## src/source/core_params.svh

```systemverilog
`ifndef CORE_PARAMS_SVH
`define CORE_PARAMS_SVH

// ~~~~~~~~~~~~~~~~~~~~
// Datapath widths
// ~~~~~~~~~~~~~~~~~~~~

`define CORE_XLEN       64      // RV64I integer register width.
`define CORE_INST_W     32
`define CORE_REG_AW     5       // 32 architectural registers.

// ~~~~~~~~~~~~~~~~~~~~
// Reset state
// ~~~~~~~~~~~~~~~~~~~~

`define CORE_RESET_PC   64'h0

`endif

```

## src/source/core_pkg.sv

```systemverilog
`default_nettype none
`include "core_params.svh"

package core_pkg;

    // ~~~~~~~~~~~~~~~~~~~~
    // ALU operations
    // ~~~~~~~~~~~~~~~~~~~~

    typedef enum logic [3:0] {
        ALU_ADD,
        ALU_SUB,
        ALU_SLL,
        ALU_SLT,
        ALU_SLTU,
        ALU_XOR,
        ALU_SRL,
        ALU_SRA,
        ALU_OR,
        ALU_AND,
        ALU_PASS_B      // Operand B straight through, used by LUI.
    } alu_op_e;

    // ~~~~~~~~~~~~~~~~~~~~
    // Stage payloads
    // ~~~~~~~~~~~~~~~~~~~~

    typedef struct packed {
        logic                      valid;
        logic [`CORE_XLEN-1:0]     pc;
        logic [`CORE_INST_W-1:0]   inst;
    } fetch_t;

    typedef struct packed {
        logic                      valid;
        logic [`CORE_XLEN-1:0]     pc;
        alu_op_e                   alu_op;
        logic [`CORE_REG_AW-1:0]   rd;
        logic [`CORE_REG_AW-1:0]   rs1;
        logic [`CORE_REG_AW-1:0]   rs2;
        logic [`CORE_XLEN-1:0]     rs1_val;
        logic [`CORE_XLEN-1:0]     rs2_val;
        logic [`CORE_XLEN-1:0]     imm;
        logic                      use_imm;
        logic                      word_op;    // 32-bit result, sign-extended to XLEN.
        logic                      write_rd;
        logic                      illegal;
    } decode_t;

    typedef struct packed {
        logic                      valid;
        logic [`CORE_XLEN-1:0]     pc;
        logic [`CORE_REG_AW-1:0]   rd;
        logic [`CORE_XLEN-1:0]     data;
        logic                      write_rd;
        logic                      illegal;
    } retire_t;

    typedef struct packed {
        logic                      en;
        logic [`CORE_REG_AW-1:0]   addr;
        logic [`CORE_XLEN-1:0]     data;
    } reg_write_t;

endpackage

`default_nettype wire

```

## src/source/register_file.sv

```systemverilog
`timescale 1ns/1ps
`default_nettype none
`include "core_params.svh"

module register_file (
    input  logic                     clk,
    input  logic                     rst_n,
    input  logic [`CORE_REG_AW-1:0]  rs1_addr,
    input  logic [`CORE_REG_AW-1:0]  rs2_addr,
    output logic [`CORE_XLEN-1:0]    rs1_data,
    output logic [`CORE_XLEN-1:0]    rs2_data,
    input  core_pkg::reg_write_t     wb_write
);

    localparam int NUM_REGS = 1 << `CORE_REG_AW;

    logic [`CORE_XLEN-1:0] regs [1:NUM_REGS-1];   // x0 has no storage.

    // A write landing this cycle is returned at once, so the reader two behind sees it.
    function automatic logic [`CORE_XLEN-1:0] read_port(input logic [`CORE_REG_AW-1:0] addr);
        if (addr == '0) begin
            read_port = '0;
        end else if (wb_write.en && wb_write.addr == addr) begin
            read_port = wb_write.data;
        end else begin
            read_port = regs[addr];
        end
    endfunction

    always_comb begin
        rs1_data = read_port(rs1_addr);
        rs2_data = read_port(rs2_addr);
    end

    always_ff @(posedge clk or negedge rst_n) begin
        if (!rst_n) begin
            for (int i = 1; i < NUM_REGS; i++) begin
                regs[i] <= '0;
            end
        end else if (wb_write.en && wb_write.addr != '0) begin
            regs[wb_write.addr] <= wb_write.data;
        end
    end

endmodule

`default_nettype wire

```

## config.mk

```make
export PLATFORM = sky130hd
export DESIGN_NAME = register_file
export DESIGN_NICKNAME = d
export VERILOG_FILES = /design/src/source/core_pkg.sv /design/src/source/register_file.sv
export VERILOG_INCLUDE_DIRS = /design/src /design/src/source
export SDC_FILE = /design/constraint.sdc
export NUM_CORES = 2
export LEC_CHECK = 0
export BUFFER_PORTS_ARGS = -buffer_cell sky130_fd_sc_hd__buf_2
export CORE_AREA = 2 2 444 446
export DETAILED_ROUTE_END_ITERATION = 10
export DIE_AREA = 0 0 446 448
export GPL_TIMING_DRIVEN = 0
export PLACE_DENSITY = 0.71
export SETUP_SLACK_MARGIN = 0.1
export SLEW_MARGIN = 20
export SYNTH_ARGS = -nofsm -noshare
export SYNTH_HDL_FRONTEND = slang
export SYNTH_SLANG_ARGS = --single-unit
```

## constraint.sdc

```tcl
create_clock -name clk -period 2.3 [get_ports clk]
set_clock_uncertainty 0.1 [all_clocks]
set_input_delay 0.23 -clock clk [delete_from_list [all_inputs] [get_ports clk]]
set_output_delay 0.23 -clock clk [all_outputs]
set_load 0.1 [all_outputs]
```

==> impl_metrics.tcl <==
set metrics [dict create \
    worstPathArrival_ns 2.91 \
    ctsRootBufferMaster "clkbuf_16" \
    rows 162 \
    nets 7952 \
    clock_latency_ns 0.88 \
    synth_nets 7364 \
    setup_viol 129 \
    drt_pass1_iterations 6 \
    worst_slew_pin_slew_ns 1.25 \
    netlist_area_mm2 0.107 \
    ys_top_cells_by_area "dfrtp_1, mux2_2, mux4_2" \
    port_buffers 195 \
    maxSlewViolCount 0 \
    antenna_found_initial 23 \
    first_global_vias 80098 \
    drtIter0Drc 11289 \
    path_clk_slew_ns 0.06 \
    r2r_slack_ns 1.14 \
    dp_hpwl_mm 316 \
    cap_violations 0 \
    ys_seq_area_share_pct 46.5 \
    vias 79984 \
    die-area_mm2 0.200 \
    final_cell_area_mm2 0.129 \
    htreeDepth 4 \
    violations "negative hold slack, negative setup slack" \
    ys_ff_latch 1984 \
    overflow 0 \
    cp-start-kind "register" \
    hold_buffers 73 \
    endpoint_kind "output port" \
    power_density_mw_per_mm2 873 \
    power_leakage_nw 55.1 \
    synth_largest_area_cell "dfrtp_1" \
    fin_crit_sh_pct 141 \
    areaGrowthSynthToFinish_pct 21.2 \
    synth_top_area_share_pct 46.5 \
    hold_path_class "in -> async" \
    setup_slack_ns -0.936 \
    dpl.cell_count 10055 \
    grt_max_degree 147 \
    drive_gt1_share_pct 60.0 \
    cts.sinks 1984 \
    synth_cell_types 52 \
    fmax_mhz 309 \
    ioPinCount 210 \
    final_cell_count_no_fill 10593 \
    cp_max_fo 2 \
    viasPerCell 7.55 \
    grt_pass1_wl_mm 630 \
    coreArea_mm2 0.195 \
    cts_buffers 211 \
    largestRegisters "regs x1984" \
    wire_per_inst_um 43.4 \
    grtUsageTotal_pct 45.9 \
    synth_area_per_cell_um2 14.7 \
    path_class "reg -> out" \
    hold_ws_ns -0.787 \
    worstPathRequired_ns 1.97 \
    netlist_instances 7282 \
    cts_max_path_buffers 3 \
    die_x_um 446 \
    synth_edf_count 0 \
    ys.flop_type "dfrtp_1" \
    ir_drop_uv 891 \
    final_antenna_net_count 0 \
    die_h_um 448 \
    rsz0062_at_grt "true" \
    status "finished, violations left" \
    routed_wl_mm 460 \
    period_needed_ns 3.24 \
    fin_util_pct 66.5 \
    relSlewSlack_pct 16.5 \
    ys_async_sr_fraction_pct 100 \
    initial_core_util_pct 54.9 \
    synth_warnings 0 \
    largest_register_ffs 1984 \
    hold_viol 592 \
    gp_congestion 0.998 \
    tritoncts "done" \
    max_flop_register "regs" \
    placed_cell_area_mm2 0.114 \
    drc 0 \
]
-- cell families (layout without fill, tap and decap cells) --
family                    after synthesis  in the layout  share of synthesized area, %
and+or+nand+nor                       536            536                          2.42
buffers and inverters                 825           1569                          3.75
muxes                                3182           3182                          42.0
AOI/OAI and AO/OA                     745            745                          5.21
xor gates and xnor gates               10             10                        0.0820
DFF                                  1984           1984                          46.5
other                                   0             25                             0
-- worst max-delay path, cell delays in order (launching register included) --
cell and delay [ns]:
dfrtp_1 0.39, mux4_2 0.52, a211oi_4 0.37, nor4_1 0.08, o32a_2 0.44, buf_12 0.20
-- metrics by stage --
stage          setup slack (ns)  total power, mW   TNS, ns  hold WS, ns
6_report                 -0.936              113    -93.43       -0.787
5_1_grt                  -0.927              116    -89.37       -0.722
4_1_cts                  -0.890              111    -87.71       -0.725
3_5_place_dp              -2.19             73.4  -1515.78        0.172
3_3_place_gp             -43.16             71.8         -        0.381
2_1_floorplan            -0.140             65.3    -11.71       -0.166
-- timing repair --
item                       4_1_cts  5_1_grt
hold endpoints to repair      1068      388
setup endpoints to repair      574      386
pin swaps                      138      164
setup buffers                   43       21
cloned                           4        2
resized for setup             1273      344
-- report_power, final --
part           switching [mW]  internal [mW]  total (mW)
clock                    15.1           19.8        34.9
sequential               5.28           41.8        47.0
combinational            15.4           15.6        31.0
-- area by class of cell --
cell class / instances / area [um2]
antenna: 25 / 62.6
buffer: 823 / 5750
clock buffer: 318 / 6350
clock inverter: 51 / 532
fill: 13603 / 65300
inverter: 2 / 11.3
multi-input combinational: 4473 / 58500
sequential: 1984 / 49600
tap: 2542 / 3180
timing repair buffer: 375 / 5270
-- synthesized netlist by cell type, drive strengths merged (4+ instances only) --
master / number
mux2: 2109
nand2: 110
o21ai: 34
buf: 393
nor2b: 61
mux4: 829
nor2: 188
a221oi: 126
o32a: 32
dfrtp: 1984
nand2b: 7
o22a: 44
nor3: 107
nor3b: 5
nor4: 35
or2: 7
o221ai: 32
mux2i: 244
clkbuf: 430
a22oi: 106
a211oi: 84
o41ai: 42
xnor2: 10
nand3b: 4
o22ai: 202
a21oi: 35
-- cells in the final DEF, fill, tap and decap left out, types with 32 or more instances in the layout --
cell	n
a211oi_2	37
a211oi_4	47
a221oi_1	80
a221oi_2	40
a22oi_1	53
a22oi_2	53
buf_12	142
buf_16	33
buf_2	217
buf_4	140
buf_6	139
clkbuf_1	294
clkbuf_16	222
clkbuf_2	74
clkbuf_4	66
clkbuf_8	80
clkinv_2	34
dfrtp_1	1984
dlygate4sd3_1	73
mux2_1	45
mux2_2	2041
mux2i_1	206
mux4_2	829
nand2_1	86
nor2_1	132
nor2_2	33
nor3_2	32
nor3_4	64
o22ai_1	84
o22ai_2	74
o22ai_4	44
-- metal layers --
metal  global-route usage [%]  part of all wire (%)  vias up
met1                     56.5                    34    42058
li1                         -                     -    29515
met4                     37.3                    10       13
met2                     63.1                    41     6535
met3                     19.4                    14     1863
met5                     1.42                  0.15        -
-- path summary, 6_finish.rpt --
check,from,end,cells after the start
max in group asynchronous,rst_n,regs[920],6
setup / recovery,regs[1645],rs2_data[45],5
hold / removal,rst_n,regs[245],1
min in group clk,wb_write[4],regs[836],3
hold reg to reg,regs[1257],regs[1257],1
setup reg to reg,regs[527],regs[527],3
Power figures use the tool's default switching activity.
