**src/source/core_params.svh**
```systemverilog
`ifndef CORE_PARAMS_SVH
`define CORE_PARAMS_SVH

// ~~~~~~~~~~~~~~~~~~~~
// Datapath widths
// ~~~~~~~~~~~~~~~~~~~~

`define CORE_XLEN       64      // RV64I integer register width.
`define CORE_INST_W     32
`define CORE_REG_AW     5       // 32 architectural registers.

// ~~~~~~~~~~~~~~~~~~~~
// Reset state
// ~~~~~~~~~~~~~~~~~~~~

`define CORE_RESET_PC   64'h0

`endif

```
**src/source/core_pkg.sv**
```systemverilog
`default_nettype none
`include "core_params.svh"

package core_pkg;

    // ~~~~~~~~~~~~~~~~~~~~
    // ALU operations
    // ~~~~~~~~~~~~~~~~~~~~

    typedef enum logic [3:0] {
        ALU_ADD,
        ALU_SUB,
        ALU_SLL,
        ALU_SLT,
        ALU_SLTU,
        ALU_XOR,
        ALU_SRL,
        ALU_SRA,
        ALU_OR,
        ALU_AND,
        ALU_PASS_B      // Operand B straight through, used by LUI.
    } alu_op_e;

    // ~~~~~~~~~~~~~~~~~~~~
    // Stage payloads
    // ~~~~~~~~~~~~~~~~~~~~

    typedef struct packed {
        logic                      valid;
        logic [`CORE_XLEN-1:0]     pc;
        logic [`CORE_INST_W-1:0]   inst;
    } fetch_t;

    typedef struct packed {
        logic                      valid;
        logic [`CORE_XLEN-1:0]     pc;
        alu_op_e                   alu_op;
        logic [`CORE_REG_AW-1:0]   rd;
        logic [`CORE_REG_AW-1:0]   rs1;
        logic [`CORE_REG_AW-1:0]   rs2;
        logic [`CORE_XLEN-1:0]     rs1_val;
        logic [`CORE_XLEN-1:0]     rs2_val;
        logic [`CORE_XLEN-1:0]     imm;
        logic                      use_imm;
        logic                      word_op;    // 32-bit result, sign-extended to XLEN.
        logic                      write_rd;
        logic                      illegal;
    } decode_t;

    typedef struct packed {
        logic                      valid;
        logic [`CORE_XLEN-1:0]     pc;
        logic [`CORE_REG_AW-1:0]   rd;
        logic [`CORE_XLEN-1:0]     data;
        logic                      write_rd;
        logic                      illegal;
    } retire_t;

    typedef struct packed {
        logic                      en;
        logic [`CORE_REG_AW-1:0]   addr;
        logic [`CORE_XLEN-1:0]     data;
    } reg_write_t;

endpackage

`default_nettype wire

```
**src/source/inst_decoder.sv**
```systemverilog
`timescale 1ns/1ps
`default_nettype none
`include "core_params.svh"

module inst_decoder (
    input  logic                     clk,
    input  logic                     rst_n,
    input  core_pkg::fetch_t         if_id,
    output logic [`CORE_REG_AW-1:0]  rs1_addr,
    output logic [`CORE_REG_AW-1:0]  rs2_addr,
    input  logic [`CORE_XLEN-1:0]    rs1_data,
    input  logic [`CORE_XLEN-1:0]    rs2_data,
    output core_pkg::decode_t        id_ex
);

    localparam logic [6:0] OPC_LUI       = 7'b0110111;
    localparam logic [6:0] OPC_OP_IMM    = 7'b0010011;
    localparam logic [6:0] OPC_OP        = 7'b0110011;
    localparam logic [6:0] OPC_OP_IMM_32 = 7'b0011011;
    localparam logic [6:0] OPC_OP_32     = 7'b0111011;

    logic [6:0]            opcode;
    logic [2:0]            funct3;
    logic [6:0]            funct7;
    logic [`CORE_XLEN-1:0] imm_i;
    logic [`CORE_XLEN-1:0] imm_u;
    logic [`CORE_XLEN-1:0] imm_shamt;
    core_pkg::decode_t     dec;

    // Shared funct3 table of OP and OP-IMM. SUB only exists in the register form.
    function automatic core_pkg::alu_op_e funct3_op(input logic [2:0] f3, input logic alt,
                                                    input logic reg_form);
        case (f3)
            3'b000:  funct3_op = (alt && reg_form) ? core_pkg::ALU_SUB : core_pkg::ALU_ADD;
            3'b001:  funct3_op = core_pkg::ALU_SLL;
            3'b010:  funct3_op = core_pkg::ALU_SLT;
            3'b011:  funct3_op = core_pkg::ALU_SLTU;
            3'b100:  funct3_op = core_pkg::ALU_XOR;
            3'b101:  funct3_op = alt ? core_pkg::ALU_SRA : core_pkg::ALU_SRL;
            3'b110:  funct3_op = core_pkg::ALU_OR;
            default: funct3_op = core_pkg::ALU_AND;
        endcase
    endfunction

    assign opcode    = if_id.inst[6:0];
    assign funct3    = if_id.inst[14:12];
    assign funct7    = if_id.inst[31:25];
    assign rs1_addr  = if_id.inst[19:15];
    assign rs2_addr  = if_id.inst[24:20];

    assign imm_i     = {{(`CORE_XLEN-12){if_id.inst[31]}}, if_id.inst[31:20]};
    assign imm_u     = {{(`CORE_XLEN-32){if_id.inst[31]}}, if_id.inst[31:12], 12'b0};
    assign imm_shamt = {{(`CORE_XLEN-6){1'b0}}, if_id.inst[25:20]};  // RV64 takes 6 bits.

    // ~~~~~~~~~~~~~~~~~~~~
    // Decode
    // ~~~~~~~~~~~~~~~~~~~~

    always_comb begin
        dec          = '0;
        dec.valid    = if_id.valid;
        dec.pc       = if_id.pc;
        dec.rd       = if_id.inst[11:7];
        dec.rs1      = rs1_addr;
        dec.rs2      = rs2_addr;
        dec.rs1_val  = rs1_data;
        dec.rs2_val  = rs2_data;
        dec.alu_op   = funct3_op(funct3, if_id.inst[30], opcode == OPC_OP);
        dec.write_rd = 1'b1;

        case (opcode)
            OPC_LUI: begin
                dec.alu_op  = core_pkg::ALU_PASS_B;
                dec.use_imm = 1'b1;
                dec.imm     = imm_u;
            end
            OPC_OP_IMM: begin
                dec.use_imm = 1'b1;
                dec.imm     = (funct3 == 3'b001 || funct3 == 3'b101) ? imm_shamt : imm_i;
                if (funct3 == 3'b001 && if_id.inst[31:26] != 6'b000000) begin
                    dec.illegal = 1'b1;
                end
                if (funct3 == 3'b101 && if_id.inst[31:26] != 6'b000000
                        && if_id.inst[31:26] != 6'b010000) begin
                    dec.illegal = 1'b1;
                end
            end
            OPC_OP: begin
                if (funct7 != 7'b0000000 && !(funct7 == 7'b0100000
                        && (funct3 == 3'b000 || funct3 == 3'b101))) begin
                    dec.illegal = 1'b1;
                end
            end
            OPC_OP_IMM_32: begin
                dec.alu_op  = core_pkg::ALU_ADD;    // Only ADDIW is supported.
                dec.use_imm = 1'b1;
                dec.imm     = imm_i;
                dec.word_op = 1'b1;
                dec.illegal = (funct3 != 3'b000);
            end
            OPC_OP_32: begin
                dec.alu_op  = funct7[5] ? core_pkg::ALU_SUB : core_pkg::ALU_ADD;
                dec.word_op = 1'b1;
                dec.illegal = funct3 != 3'b000
                              || (funct7 != 7'b0000000 && funct7 != 7'b0100000);
            end
            default: dec.illegal = 1'b1;
        endcase

        // An unknown word retires a zero result and touches no register.
        if (dec.illegal) begin
            dec.alu_op   = core_pkg::ALU_PASS_B;
            dec.use_imm  = 1'b1;
            dec.imm      = '0;
            dec.word_op  = 1'b0;
            dec.write_rd = 1'b0;
        end
    end

    always_ff @(posedge clk or negedge rst_n) begin
        if (!rst_n) begin
            id_ex <= '0;
        end else begin
            id_ex <= dec;
        end
    end

endmodule

`default_nettype wire

```
**config.mk**
```make
export PLATFORM = sky130hd
export DESIGN_NAME = inst_decoder
export DESIGN_NICKNAME = d
export VERILOG_FILES = /design/src/source/core_pkg.sv /design/src/source/inst_decoder.sv
export VERILOG_INCLUDE_DIRS = /design/src /design/src/source
export SDC_FILE = /design/constraint.sdc
export NUM_CORES = 1
export LEC_CHECK = 0
export BUFFER_PORTS_ARGS = -buffer_cell sky130_fd_sc_hd__clkbuf_2
export CORE_AREA = 2 2 199 201
export CTS_CLUSTER_DIAMETER = 30
export CTS_CLUSTER_SIZE = 14
export DETAILED_ROUTE_END_ITERATION = 10
export DIE_AREA = 0 0 201 203
export GPL_ROUTABILITY_DRIVEN = 1
export HOLD_SLACK_MARGIN = 0.05
export SYNTH_ARGS = -nofsm -noshare
export SYNTH_HDL_FRONTEND = slang
export SYNTH_SLANG_ARGS = --single-unit
```
**constraint.sdc**
```tcl
create_clock -name clk -period 1.25 [get_ports clk]
set_input_delay 0 -clock clk [delete_from_list [all_inputs] [get_ports clk]]
set_output_delay 0 -clock clk [all_outputs]
set_load 0.01 [all_outputs]
```
==> impl_summary.log <==
INFO  metric seq_area = between 6000 and 7000 µm²
INFO  metric drc = 0
INFO  metric cp_buf_inv_count = 2
INFO  metric totalWireLength = 31.2 mm
INFO  metric largest_registers = id_ex (248)
INFO  metric drt-wirelength-per-cell = around 17 µm
INFO  metric whs = -16.0 ps
INFO  metric timing.final.hold_violations = 2
INFO  metric cts_tree = built
INFO  metric registers.top_by_ff_count = id_ex
INFO  metric cts_root_buffer = sky130_fd_sc_hd__clkbuf_16
INFO  metric slowest_stage = sky130_fd_sc_hd__dfrtp_2
INFO  metric die-width = roughly 200 µm
INFO  metric io_pins = 517
INFO  metric synthesized_net_count = between 600 and 700
INFO  metric share_of_synthesized_flip_flops_with_an_asynchronous_set_or_reset = 1.00
INFO  metric crit_type = reg -> out
INFO  metric area_contributors_post_synth = sky130_fd_sc_hd__dfrtp_1 82%, sky130_fd_sc_hd__nor4_2 4.9%, sky130_fd_sc_hd__buf_4 4.4%
INFO  metric global_route_wire_length_before_repair = roughly 46 mm
INFO  metric drt-vias-per-instance = between 3 and 4
INFO  metric worstPathMaxFanout = 32
INFO  metric gr-total-overflow = 0
INFO  metric grt_start_max_net_pins = 50
INFO  metric finalCriticalPeriod = 1390 ps
INFO  metric power.density = ~1600 nW/µm²
INFO  metric slew_headroom = 0.697
INFO  metric dieArea = approximately 41000 µm²
INFO  metric antenna_violating_nets_post_route = 0
INFO  metric register_bit_count_reported_by_yosys = 248
INFO  metric io_buffers = a little over 500
INFO  metric path_clk_slew = about 50 ps
INFO  metric final_common_cell = sky130_fd_sc_hd__clkbuf_2
INFO  metric detailedRoute.firstIterationViolations = approximately 260
INFO  metric hold_path_class = in -> reg
INFO  metric timing.max_cap.violations = 0
INFO  metric synth-main-ff-cell = sky130_fd_sc_hd__dfrtp_1
INFO  metric tightestPinTransition = 454 ps
INFO  metric synth_top_area_frac = 0.816
INFO  metric yosysSeqAreaShare = 0.816
INFO  metric start_kind = flop
INFO  metric hold_path_depth = 5
INFO  metric rsz0062_at_grt = true
INFO  metric final_layout_size_suffix_gt1_frac = 0.560
INFO  metric run_status = finished, violations left
INFO  metric max-clock-path-buffers = 3
INFO  metric setup_viol = 32
INFO  metric critical_path_depth = 2
INFO  metric detail_route.first_pass.iterations = 4
INFO  metric place.gp.congestion = between 0.8 and 0.9
INFO  metric worst_ep_arrival_time = ~1400 ps
INFO  metric synthesis.yosys.warnings = 0
INFO  metric crit_path_max_incr_delay = ~440 ps
INFO  metric netlist.top_cell.by_area = sky130_fd_sc_hd__dfrtp_1
INFO  metric layoutNonFillerInstCount = roughly 1800
INFO  metric via_count_of_the_first_global_routing_pass = around 7600
INFO  metric via_count = 6883
INFO  metric grt_antenna_before_repair = 4
INFO  metric report.final.slew_viol_count = 0
INFO  metric hold-path-endpoint = id_ex[2]$_DFF_PN0_
INFO  metric filler_cell_count = 3544
INFO  metric design.final.nets = roughly 1500
INFO  metric multi_input_comb_area = approximately 1100 µm²
INFO  metric die_span_in_y = 203 µm
INFO  metric finalCritPeriodShare = 1.12
INFO  metric floorplan_core_area = about 38000 µm²
INFO  metric post_syn_instances = 425
INFO  metric setup_slack = -145 ps
INFO  metric worstPathRequired = between 1000 and 1500 ps
INFO  metric edff_count_synth = 0
INFO  metric numCtsBuffers = between 50 and 60
INFO  metric failing_checks = hold timing, setup timing
INFO  metric critical_path.cell_chain = buf_12, buf_2
INFO  metric dp.cells = 1444
INFO  metric path_delay_family = flip-flops
INFO  metric timing.hold.worst.start = if_id[0]
INFO  metric synth_area_per_cell = ~18 µm²
INFO  metric post_synth_num_cell_types = 39
INFO  metric flow.area_growth_from_synthesis = 104%
INFO  metric worst_ir_drop_on_vdd = 961 µV
INFO  metric hpwl = around 22 mm
INFO  metric largest_register_ffs = around 250
INFO  metric initial_utilization = 0.198
INFO  metric critPathLaunch = id_ex[66]$_DFF_PN0_
INFO  metric fp-row-count = 72
INFO  metric mostFrequentLayoutCells = 481 x sky130_fd_sc_hd__clkbuf_2, 247 x sky130_fd_sc_hd__dfrtp_1, 244 x sky130_fd_sc_hd__dlygate4sd3_1
INFO  metric gr-usage-all-layers = 0.148
INFO  metric synth.cell_area = approximately 7600 µm²
INFO  metric clock_tree.htree_level_count = 2
INFO  metric leakage = about 7.7 nW
INFO  metric worst_setup_path_end_kind = output pin
INFO  metric clock-sinks = 248
INFO  metric max_clock_freq = between 700 and 800 MHz
-- power breakdown --
| part | internal [W] | switching (W) |
|---|---|---|
| clock | 0.00968 | 0.00481 |
| combinational | 0.00113 | 0.000941 |
| sequential | 0.00839 | 0.000124 |
-- stage by stage --
stage,cell area [µm²],worst slack (ps),utilization,total power [W],TNS [ps]
6_report,15600,-145,0.404,0.0251,-4220
5_1_grt,15600,-218,0.404,0.0260,-6680
4_1_cts,15300,-216,0.397,0.0253,-9640
3_5_place_dp,10900,-404,0.283,0.0100,-13790
2_1_floorplan,7650,-162,-,0.00895,-5350
3_3_place_gp,10900,-343,0.283,0.0100,-12510
-- synthesized netlist by cell type (all sizes together) (2+ instances only) --
cell,instances
o21ai,3
nand4b,2
mux2i,2
a211o,2
dfrtp,248
nor3,2
inv,3
nand4,3
nand2,15
clkbuf,6
buf,56
nor4,35
nor2,5
a211oi,2
o41ai,2
a21oi,22
nand3,2
-- cells by family after synthesis --
family          share of synthesized area
compound gates                     0.0355
buf+inv                            0.0586
flops                               0.816
mux                               0.00411
simple gates                       0.0860
-- what timing repair did --
action                                  CTS  global route
setup buffers                             0             9
resized for setup                         1            55
hold buffers                            247             3
pin swaps                                 0            12
hold endpoints to repair                494             4
endpoints found under the setup margin   33            72
cloned                                    0             5
-- routing by layer --
layer,global-route usage,part of all wire
met1,0.159,0.36
met2,0.274,0.55
met3,0.0400,0.063
met4,0.0595,0.028
met5,0,0.00026
-- final cells by class --
type,count,area share
multi-input combinational,112,0.0685
sequential,248,0.399
clock inverter,38,0.0315
inverter,3,0.000724
antenna,2,0.000322
clock buffer,60,0.0902
tap,518,0.0417
timing repair buffer,824,0.368
-- how the worst max path moves through the flow --
stage          slack (ps)                    to
2_1_floorplan        -160  id_ex[211]$_DFF_PN0_
3_3_place_gp         -340    id_ex[8]$_DFF_PN0_
3_5_place_dp         -400   id_ex[10]$_DFF_PN0_
4_1_cts              -220             id_ex[45]
5_1_grt              -220             id_ex[45]
6_report             -140             id_ex[45]
(Power assumes the default switching activity.)
