[src/source/core_params.svh]
`ifndef CORE_PARAMS_SVH
`define CORE_PARAMS_SVH

// ~~~~~~~~~~~~~~~~~~~~
// Datapath widths
// ~~~~~~~~~~~~~~~~~~~~

`define CORE_XLEN       64      // RV64I integer register width.
`define CORE_INST_W     32
`define CORE_REG_AW     5       // 32 architectural registers.

// ~~~~~~~~~~~~~~~~~~~~
// Reset state
// ~~~~~~~~~~~~~~~~~~~~

`define CORE_RESET_PC   64'h0

`endif

[src/source/core_pkg.sv]
`default_nettype none
`include "core_params.svh"

package core_pkg;

    // ~~~~~~~~~~~~~~~~~~~~
    // ALU operations
    // ~~~~~~~~~~~~~~~~~~~~

    typedef enum logic [3:0] {
        ALU_ADD,
        ALU_SUB,
        ALU_SLL,
        ALU_SLT,
        ALU_SLTU,
        ALU_XOR,
        ALU_SRL,
        ALU_SRA,
        ALU_OR,
        ALU_AND,
        ALU_PASS_B      // Operand B straight through, used by LUI.
    } alu_op_e;

    // ~~~~~~~~~~~~~~~~~~~~
    // Stage payloads
    // ~~~~~~~~~~~~~~~~~~~~

    typedef struct packed {
        logic                      valid;
        logic [`CORE_XLEN-1:0]     pc;
        logic [`CORE_INST_W-1:0]   inst;
    } fetch_t;

    typedef struct packed {
        logic                      valid;
        logic [`CORE_XLEN-1:0]     pc;
        alu_op_e                   alu_op;
        logic [`CORE_REG_AW-1:0]   rd;
        logic [`CORE_REG_AW-1:0]   rs1;
        logic [`CORE_REG_AW-1:0]   rs2;
        logic [`CORE_XLEN-1:0]     rs1_val;
        logic [`CORE_XLEN-1:0]     rs2_val;
        logic [`CORE_XLEN-1:0]     imm;
        logic                      use_imm;
        logic                      word_op;    // 32-bit result, sign-extended to XLEN.
        logic                      write_rd;
        logic                      illegal;
    } decode_t;

    typedef struct packed {
        logic                      valid;
        logic [`CORE_XLEN-1:0]     pc;
        logic [`CORE_REG_AW-1:0]   rd;
        logic [`CORE_XLEN-1:0]     data;
        logic                      write_rd;
        logic                      illegal;
    } retire_t;

    typedef struct packed {
        logic                      en;
        logic [`CORE_REG_AW-1:0]   addr;
        logic [`CORE_XLEN-1:0]     data;
    } reg_write_t;

endpackage

`default_nettype wire

[src/source/inst_fetch.sv]
`timescale 1ns/1ps
`default_nettype none
`include "core_params.svh"

module inst_fetch (
    input  logic                     clk,
    input  logic                     rst_n,
    input  logic [`CORE_INST_W-1:0]  inst,
    output logic [`CORE_XLEN-1:0]    pc,
    output core_pkg::fetch_t         if_id
);

    // No branches or stalls exist, so the PC only ever moves forward by one word.
    always_ff @(posedge clk or negedge rst_n) begin
        if (!rst_n) begin
            pc <= `CORE_RESET_PC;
        end else begin
            pc <= pc + `CORE_XLEN'd4;
        end
    end

    // ~~~~~~~~~~~~~~~~~~~~
    // IF/ID register
    // ~~~~~~~~~~~~~~~~~~~~

    always_ff @(posedge clk or negedge rst_n) begin
        if (!rst_n) begin
            if_id <= '0;
        end else begin
            if_id.valid <= 1'b1;        // Every cycle after reset carries a real word.
            if_id.pc    <= pc;
            if_id.inst  <= inst;
        end
    end

endmodule

`default_nettype wire

[config.mk]
export PLATFORM = sky130hd
export DESIGN_NAME = inst_fetch
export DESIGN_NICKNAME = d
export VERILOG_FILES = /design/src/source/core_pkg.sv /design/src/source/inst_fetch.sv
export VERILOG_INCLUDE_DIRS = /design/src /design/src/source
export SDC_FILE = /design/constraint.sdc
export NUM_CORES = 1
export LEC_CHECK = 0
export BUFFER_PORTS_ARGS = -buffer_cell sky130_fd_sc_hd__buf_2
export CORE_MARGIN = 2
export CORE_UTILIZATION = 35
export CTS_CLUSTER_SIZE = 24
export DETAILED_ROUTE_END_ITERATION = 10
export HOLD_SLACK_MARGIN = 0.1
export PLACE_DENSITY_LB_ADDON = 0.2
export SETUP_SLACK_MARGIN = 0.05
export SYNTH_ARGS = -nofsm -noshare
export SYNTH_HDL_FRONTEND = slang
export SYNTH_SLANG_ARGS = --single-unit
[constraint.sdc]
create_clock -name clk -period 3.72 [get_ports clk]
set_input_delay 0.372 -clock clk [delete_from_list [all_inputs] [get_ports clk]]
set_output_delay 0.372 -clock clk [all_outputs]
set_load 0.05 [all_outputs]
==> flow_metrics.tcl, run 1 <==
set metrics [dict create \
    outcome "completed" \
    multi_input_area_um2 1250 \
    synth_edf_count 0 \
    die_w_um 126 \
    powerDensity_nw_per_um2 494 \
    layout.nets 626 \
    cpPeakStageDelay_ns 0.56 \
    synth.area.top_cells "dfrtp_1, xnor2_1, nand3_1, xor2_1, nand4_1" \
    crit_top_cell "nand4_1" \
    crit_family "simple AND/OR/NAND/NOR gates" \
    ys_seq_elements 157 \
    path_cells "ha_1 -> and3_1 -> nand4_1 -> nor2_1 -> nand4_1 -> xnor2_1" \
    reg2reg_depth 6 \
    clock_latency_ns 0.42 \
    via_count 3584 \
    min_period_over_period_pct 59.1 \
    fmax_mhz 455 \
    dr.pass1.iters 4 \
    crit_type "reg2reg" \
    worstPathMaxFanout 8 \
    synthXorXnorAreaFrac_pct 10.0 \
    grt.overflow.total 0 \
    drt-total-wl_mm 11.6 \
    fp.dieArea_um2 16000 \
    cp_num_buf_inv 0 \
    worstSetupEndpointType "flop" \
    clk_pin_slew_ns 0.06 \
    synth-main-ff-cell "dfrtp_1" \
    fillers 1281 \
    hold_depth 0 \
    ios 195 \
    synth_top_family_by_area "simple AND/OR/NAND/NOR gates" \
    synth.most_common_cell "dfrtp_1" \
    relSlewSlack_pct 45.2 \
    synth_cell_types 30 \
    worstPathArrival_ns 2.50 \
    synth.avg_cell_area_um2 14.8 \
    synthCells 354 \
    clockRootBuffer "clkbuf_16" \
    cts_tree "built" \
    area_delta_synth_final_pct 39.7 \
    finalSetupViolations 0 \
    drt_iter0_drc 155 \
    hold_class "reg2reg" \
    grt_pass1_wl_mm 18.8 \
    detail-route-antenna-nets 0 \
    io_buffers 190 \
    clk_path_buf_depth 2 \
    synth.mux.area_fraction_pct 0 \
    antenna_found_initial 0 \
    crit_required_ns 4.02 \
    synth.top_cells.by_count "dfrtp_1, xnor2_1, nand3_1, nand2_1, nand4_1" \
    synth_area_leader_cell "dfrtp_1" \
    grt_pass1_vias 3629 \
    synth-async-reset-ratio_pct 100 \
    hpwl_mm 8.00 \
    synth_compound_area_share_pct 0 \
    rr_startpoint "pc[2]" \
    finalWeightedCongestion 0.730 \
    synth-simple-area-share_pct 13.2 \
    slew_viol_final 0 \
    dieHeight_um 126 \
    rows 44 \
    rrSetupSlack_ns 1.52 \
    min_period_ns 2.20 \
    tns_ns 0 \
    holdPathEnd "if_id[95]" \
    drt-vias-per-instance 4.55 \
    ys_seq_area_share_pct 75.0 \
    yosys.area.top_type_share_pct 75.0 \
    crit_slowest_cell "nor2_1" \
    finalPower_mw 3.61 \
    start_util_pct 35.9 \
    leakagePower_nw 3.93 \
    grt_max_degree 95 \
    cts_max_level 4 \
    worst_pin_slew_ns 0.823 \
    vdd.ir_drop.worst_mv 0.268 \
    drv_cap 0 \
    hold_viol_final 0 \
    clock_skew_ns 0.00765 \
    numCtsBuffers 17 \
    wl_per_cell_um 14.8 \
    cts_sinks 157 \
    grt_usage_pct 15.0 \
    post_cts_resized 0 \
    drive_gt1_share_pct 38.6 \
    synthAdderAreaFrac_pct 0.239 \
    r2r-end "pc[48]" \
    antennaDiodeCount 0 \
    hp-start "pc[63]" \
    startpoint "pc[2]" \
    drc 0 \
    core-area_um2 14600 \
    cp.depth 6 \
    yosysWarnings 0 \
    seqCellArea_um2 3930 \
    cp-start-kind "flop" \
    rsz0062_at_grt "no" \
    syn-cell-area_um2 5240 \
]
## registers in the layout (all words and copies together) (netlist names)
register  count
if_id        95
pc           62
## where the power goes
part	internal (mW)	switching (mW)
Sequential	1.73	0.00435
Combinational	0.0489	0.124
Clock	1.03	0.683
## repair_timing
action	CTS	global route
hold buffers	33	0
setup buffers	0	0
hold endpoints to repair	124	0
## placed cells by master, fill, tap and decap left out, types with 3 or more instances in the layout
cell type,netlist,routed
and4_1,4,4
nor3_1,6,6
clkbuf_16,0,17
conb_1,2,5
and2_1,3,3
xor2_1,15,15
nor2_1,14,14
buf_2,4,189
clkinv_4,0,4
inv_1,5,5
nand4_1,17,17
xnor2_1,45,45
dlygate4sd3_1,0,33
dfrtp_1,157,157
nand3_1,27,27
and3_1,12,12
nand2_1,21,21
## per-stage QoR
step,instance area [um2],std cells,utilization [%],hold slack (ns),setup slack [ns]
2_1_floorplan,5250,357,-,0.0764,1.44
3_3_place_gp,6400,723,43.8,0.416,1.54
3_5_place_dp,6400,723,43.8,0.419,1.49
4_1_cts,7320,788,50.2,0.431,1.48
5_1_grt,7320,788,50.2,0.447,1.30
6_report,7320,788,50.2,0.428,1.52
## cell type report
| cell class | instances | area share (%) |
|---|---|---|
| clock inverter | 12 | 1.88 |
| sequential | 157 | 53.7 |
| clock buffer | 20 | 6.24 |
| multi-input combinational | 185 | 17.0 |
| timing repair buffer | 225 | 17.8 |
| tap | 184 | 3.14 |
| inverter | 5 | 0.256 |
## per-layer routing
metal | routed length (um) | part of all wire [%] | track usage [%]
met3 | 734 | 6.3 | 5.10
met2 | 5460 | 47 | 23.0
met4 | 237 | 2.0 | 6.08
met1 | 5200 | 45 | 19.8
met5 | 0 | 0 | 0
## kinds of logic after synthesis
kind of cell             Yosys count
flip-flops                       157
XOR/XNOR                          60
adder cells (fa/ha/maj)            1
buffers and inverters             15
AND/OR/NAND/NOR                  119
other                              2
## how the worst max path moves through the flow
| stage | end | slack, ns |
|---|---|---|
| final | pc[48] | 1.52 |
| after global routing | pc[48] | 1.30 |
| after CTS | pc[48] | 1.48 |
| after detailed placement | pc[48] | 1.49 |
| after global placement | pc[53] | 1.54 |
| after floorplan | pc[48] | 1.44 |
(Power assumes the default switching activity.)
==> run 2: changes to the inputs <==
clock period = 2 ns   (was 3.72 ns; I/O delays follow)
==> flow_metrics.tcl, run 2 (synthesis gave the netlist of run 1 again) <==
set metrics [dict create \
    outcome "completed" \
    clockRootBuffer "clkbuf_16" \
    finalWeightedCongestion 0.708 \
    via_count 3577 \
    cpPeakStageDelay_ns 0.63 \
    drc 0 \
    worstPathMaxFanout 6 \
    io_buffers 190 \
    final_common_cell "buf_2" \
    dr.pass1.iters 4 \
    die_w_um 126 \
    wl_per_cell_um 14.5 \
    crit_top_cell "nand4_1" \
    drt-vias-per-instance 4.47 \
    cts_sinks 157 \
    clock_latency_ns 0.42 \
    top_regs "if_id: 95 flops, pc: 62 flops" \
    crit_slowest_cell "or4_4" \
    gr-usage-met2_pct 23.7 \
    finalSetupViolations 0 \
    vdd.ir_drop.worst_mv 0.527 \
    clk_pin_slew_ns 0.06 \
    clock_skew_ns 0.00942 \
    crit_required_ns 2.30 \
    dp_slack_ns 0.0640 \
    start_util_pct 35.9 \
    grt.overflow.total 0 \
    timing.final.ws_setup_ns 0.135 \
    antennaDiodeCount 0 \
    largest_register "if_id" \
    numCtsBuffers 17 \
    worstSetupEndpointType "flop" \
    slew_viol_final 0 \
    rsz0062_at_grt "yes" \
    core-area_um2 14600 \
    most-common-layout-cells "buf_2, dfrtp_1, xnor2_1" \
    path_cells "nand4_1 -> or4_4 -> nor2_4 -> nand4_1 -> xnor2_1" \
    drt-total-wl_mm 11.6 \
    tns_ns 0 \
    fmax_mhz 536 \
    use_met3_pct 5.27 \
    hold_class "in2async" \
    leakagePower_nw 3.96 \
    rows 44 \
    crit_type "reg2reg" \
    grt_pass1_vias 3604 \
    fp.dieArea_um2 16000 \
    grt_pass1_wl_mm 18.5 \
    detail-route-antenna-nets 0 \
    cts_max_level 4 \
    drive_gt1_share_pct 47.6 \
    layout.nets 639 \
    rr_startpoint "pc[41]" \
    r2r-end "pc[61]" \
    hold_viol_final 0 \
    powerDensity_nw_per_um2 890 \
    min_period_ns 1.87 \
    reg2reg_depth 5 \
    use_met1_pct 18.9 \
    grt_max_degree 72 \
    ios 195 \
    dieHeight_um 126 \
    largest_reg_flops 95 \
    grt_usage_pct 14.9 \
    drv_cap 0 \
    cp-start-kind "flop" \
    rrSetupSlack_ns 0.13 \
    antenna_found_initial 0 \
    drt_iter0_drc 164 \
    cts_tree "built" \
    hpwl_mm 8.16 \
    min_period_over_period_pct 93.3 \
    top_usage_layer "met2" \
    clk_path_buf_depth 2 \
    worstPathArrival_ns 2.16 \
    area_delta_synth_final_pct 44.0 \
]
-- run 2: cell count changes in the layout (fill, tap and decap cells not counted), moves of 2 or more --
cell	previous run	this run
and4_1	4	2
and4_2	1	3
buf_12	0	3
buf_4	2	12
clkinv_2	2	4
dfrtp_1	157	120
dfrtp_2	0	37
inv_6	2	0
nor2_1	14	12
nor2_4	0	2
nor3_1	6	4
nor3_2	1	3
-- run 2: layer usage --
| layer | wire length [um] | up-vias |
|---|---|---|
| met5 | 0 | - |
| met4 | 187 | 0 |
| met3 | 768 | 15 |
| met2 | 5530 | 122 |
| met1 | 5120 | 1756 |
| li1 | - | 1684 |
-- run 2: final cells by class --
class / count / area (um2)
Fill cell: 1278 / 7040
Sequential cell: 157 / 3980
Timing Repair Buffer: 238 / 1440
Multi-Input combinational cell: 185 / 1290
Clock buffer: 19 / 453
Tap cell: 184 / 230
Clock inverter: 13 / 141
Inverter: 5 / 18.8
-- run 2: how the worst max path moves through the flow --
stage / startpoint / end
floorplan: pc[9] / pc[52]
detailed placement: pc[41] / pc[59]
global placement: pc[41] / pc[61]
global route: pc[41] / pc[53]
CTS: pc[41] / pc[59]
finish: pc[41] / pc[61]
-- run 2: per-stage QoR --
| stage | instances | cell area [um2] | hold slack, ns | power (mW) | util (%) |
|---|---|---|---|---|---|
| final | 801 | 7550 | 0.247 | 6.72 | 51.7 |
| after global routing | 801 | 7550 | 0.275 | 6.96 | 51.7 |
| after CTS | 799 | 7490 | 0.242 | 6.81 | 51.4 |
| after detailed placement | 734 | 6570 | 0.130 | 3.56 | 45.0 |
| after global placement | 734 | 6570 | 0.127 | 3.55 | 45.0 |
| after floorplan | 357 | 5320 | -0.0956 | 3.42 | - |
-- run 2: where the power goes --
group          internal (mW)  switching (mW)
clock                   1.91            1.27
sequential              3.21         0.00743
combinational         0.0966           0.229
-- run 2: critical path, delay by kind of cell (launching register included) --
family | cells | cell delay (ns)
xor gates and xnor gates | 1 | 0.15
and+or+nand+nor | 4 | 1.17
DFF | 1 | 0.42
-- run 2: what timing repair did --
action	in CTS	in global routing
endpoints found under the hold margin	118	0
setup buffers	0	2
setup endpoints to repair	1	20
pin swaps	1	2
gates resized for setup	0	9
hold buffers	33	0
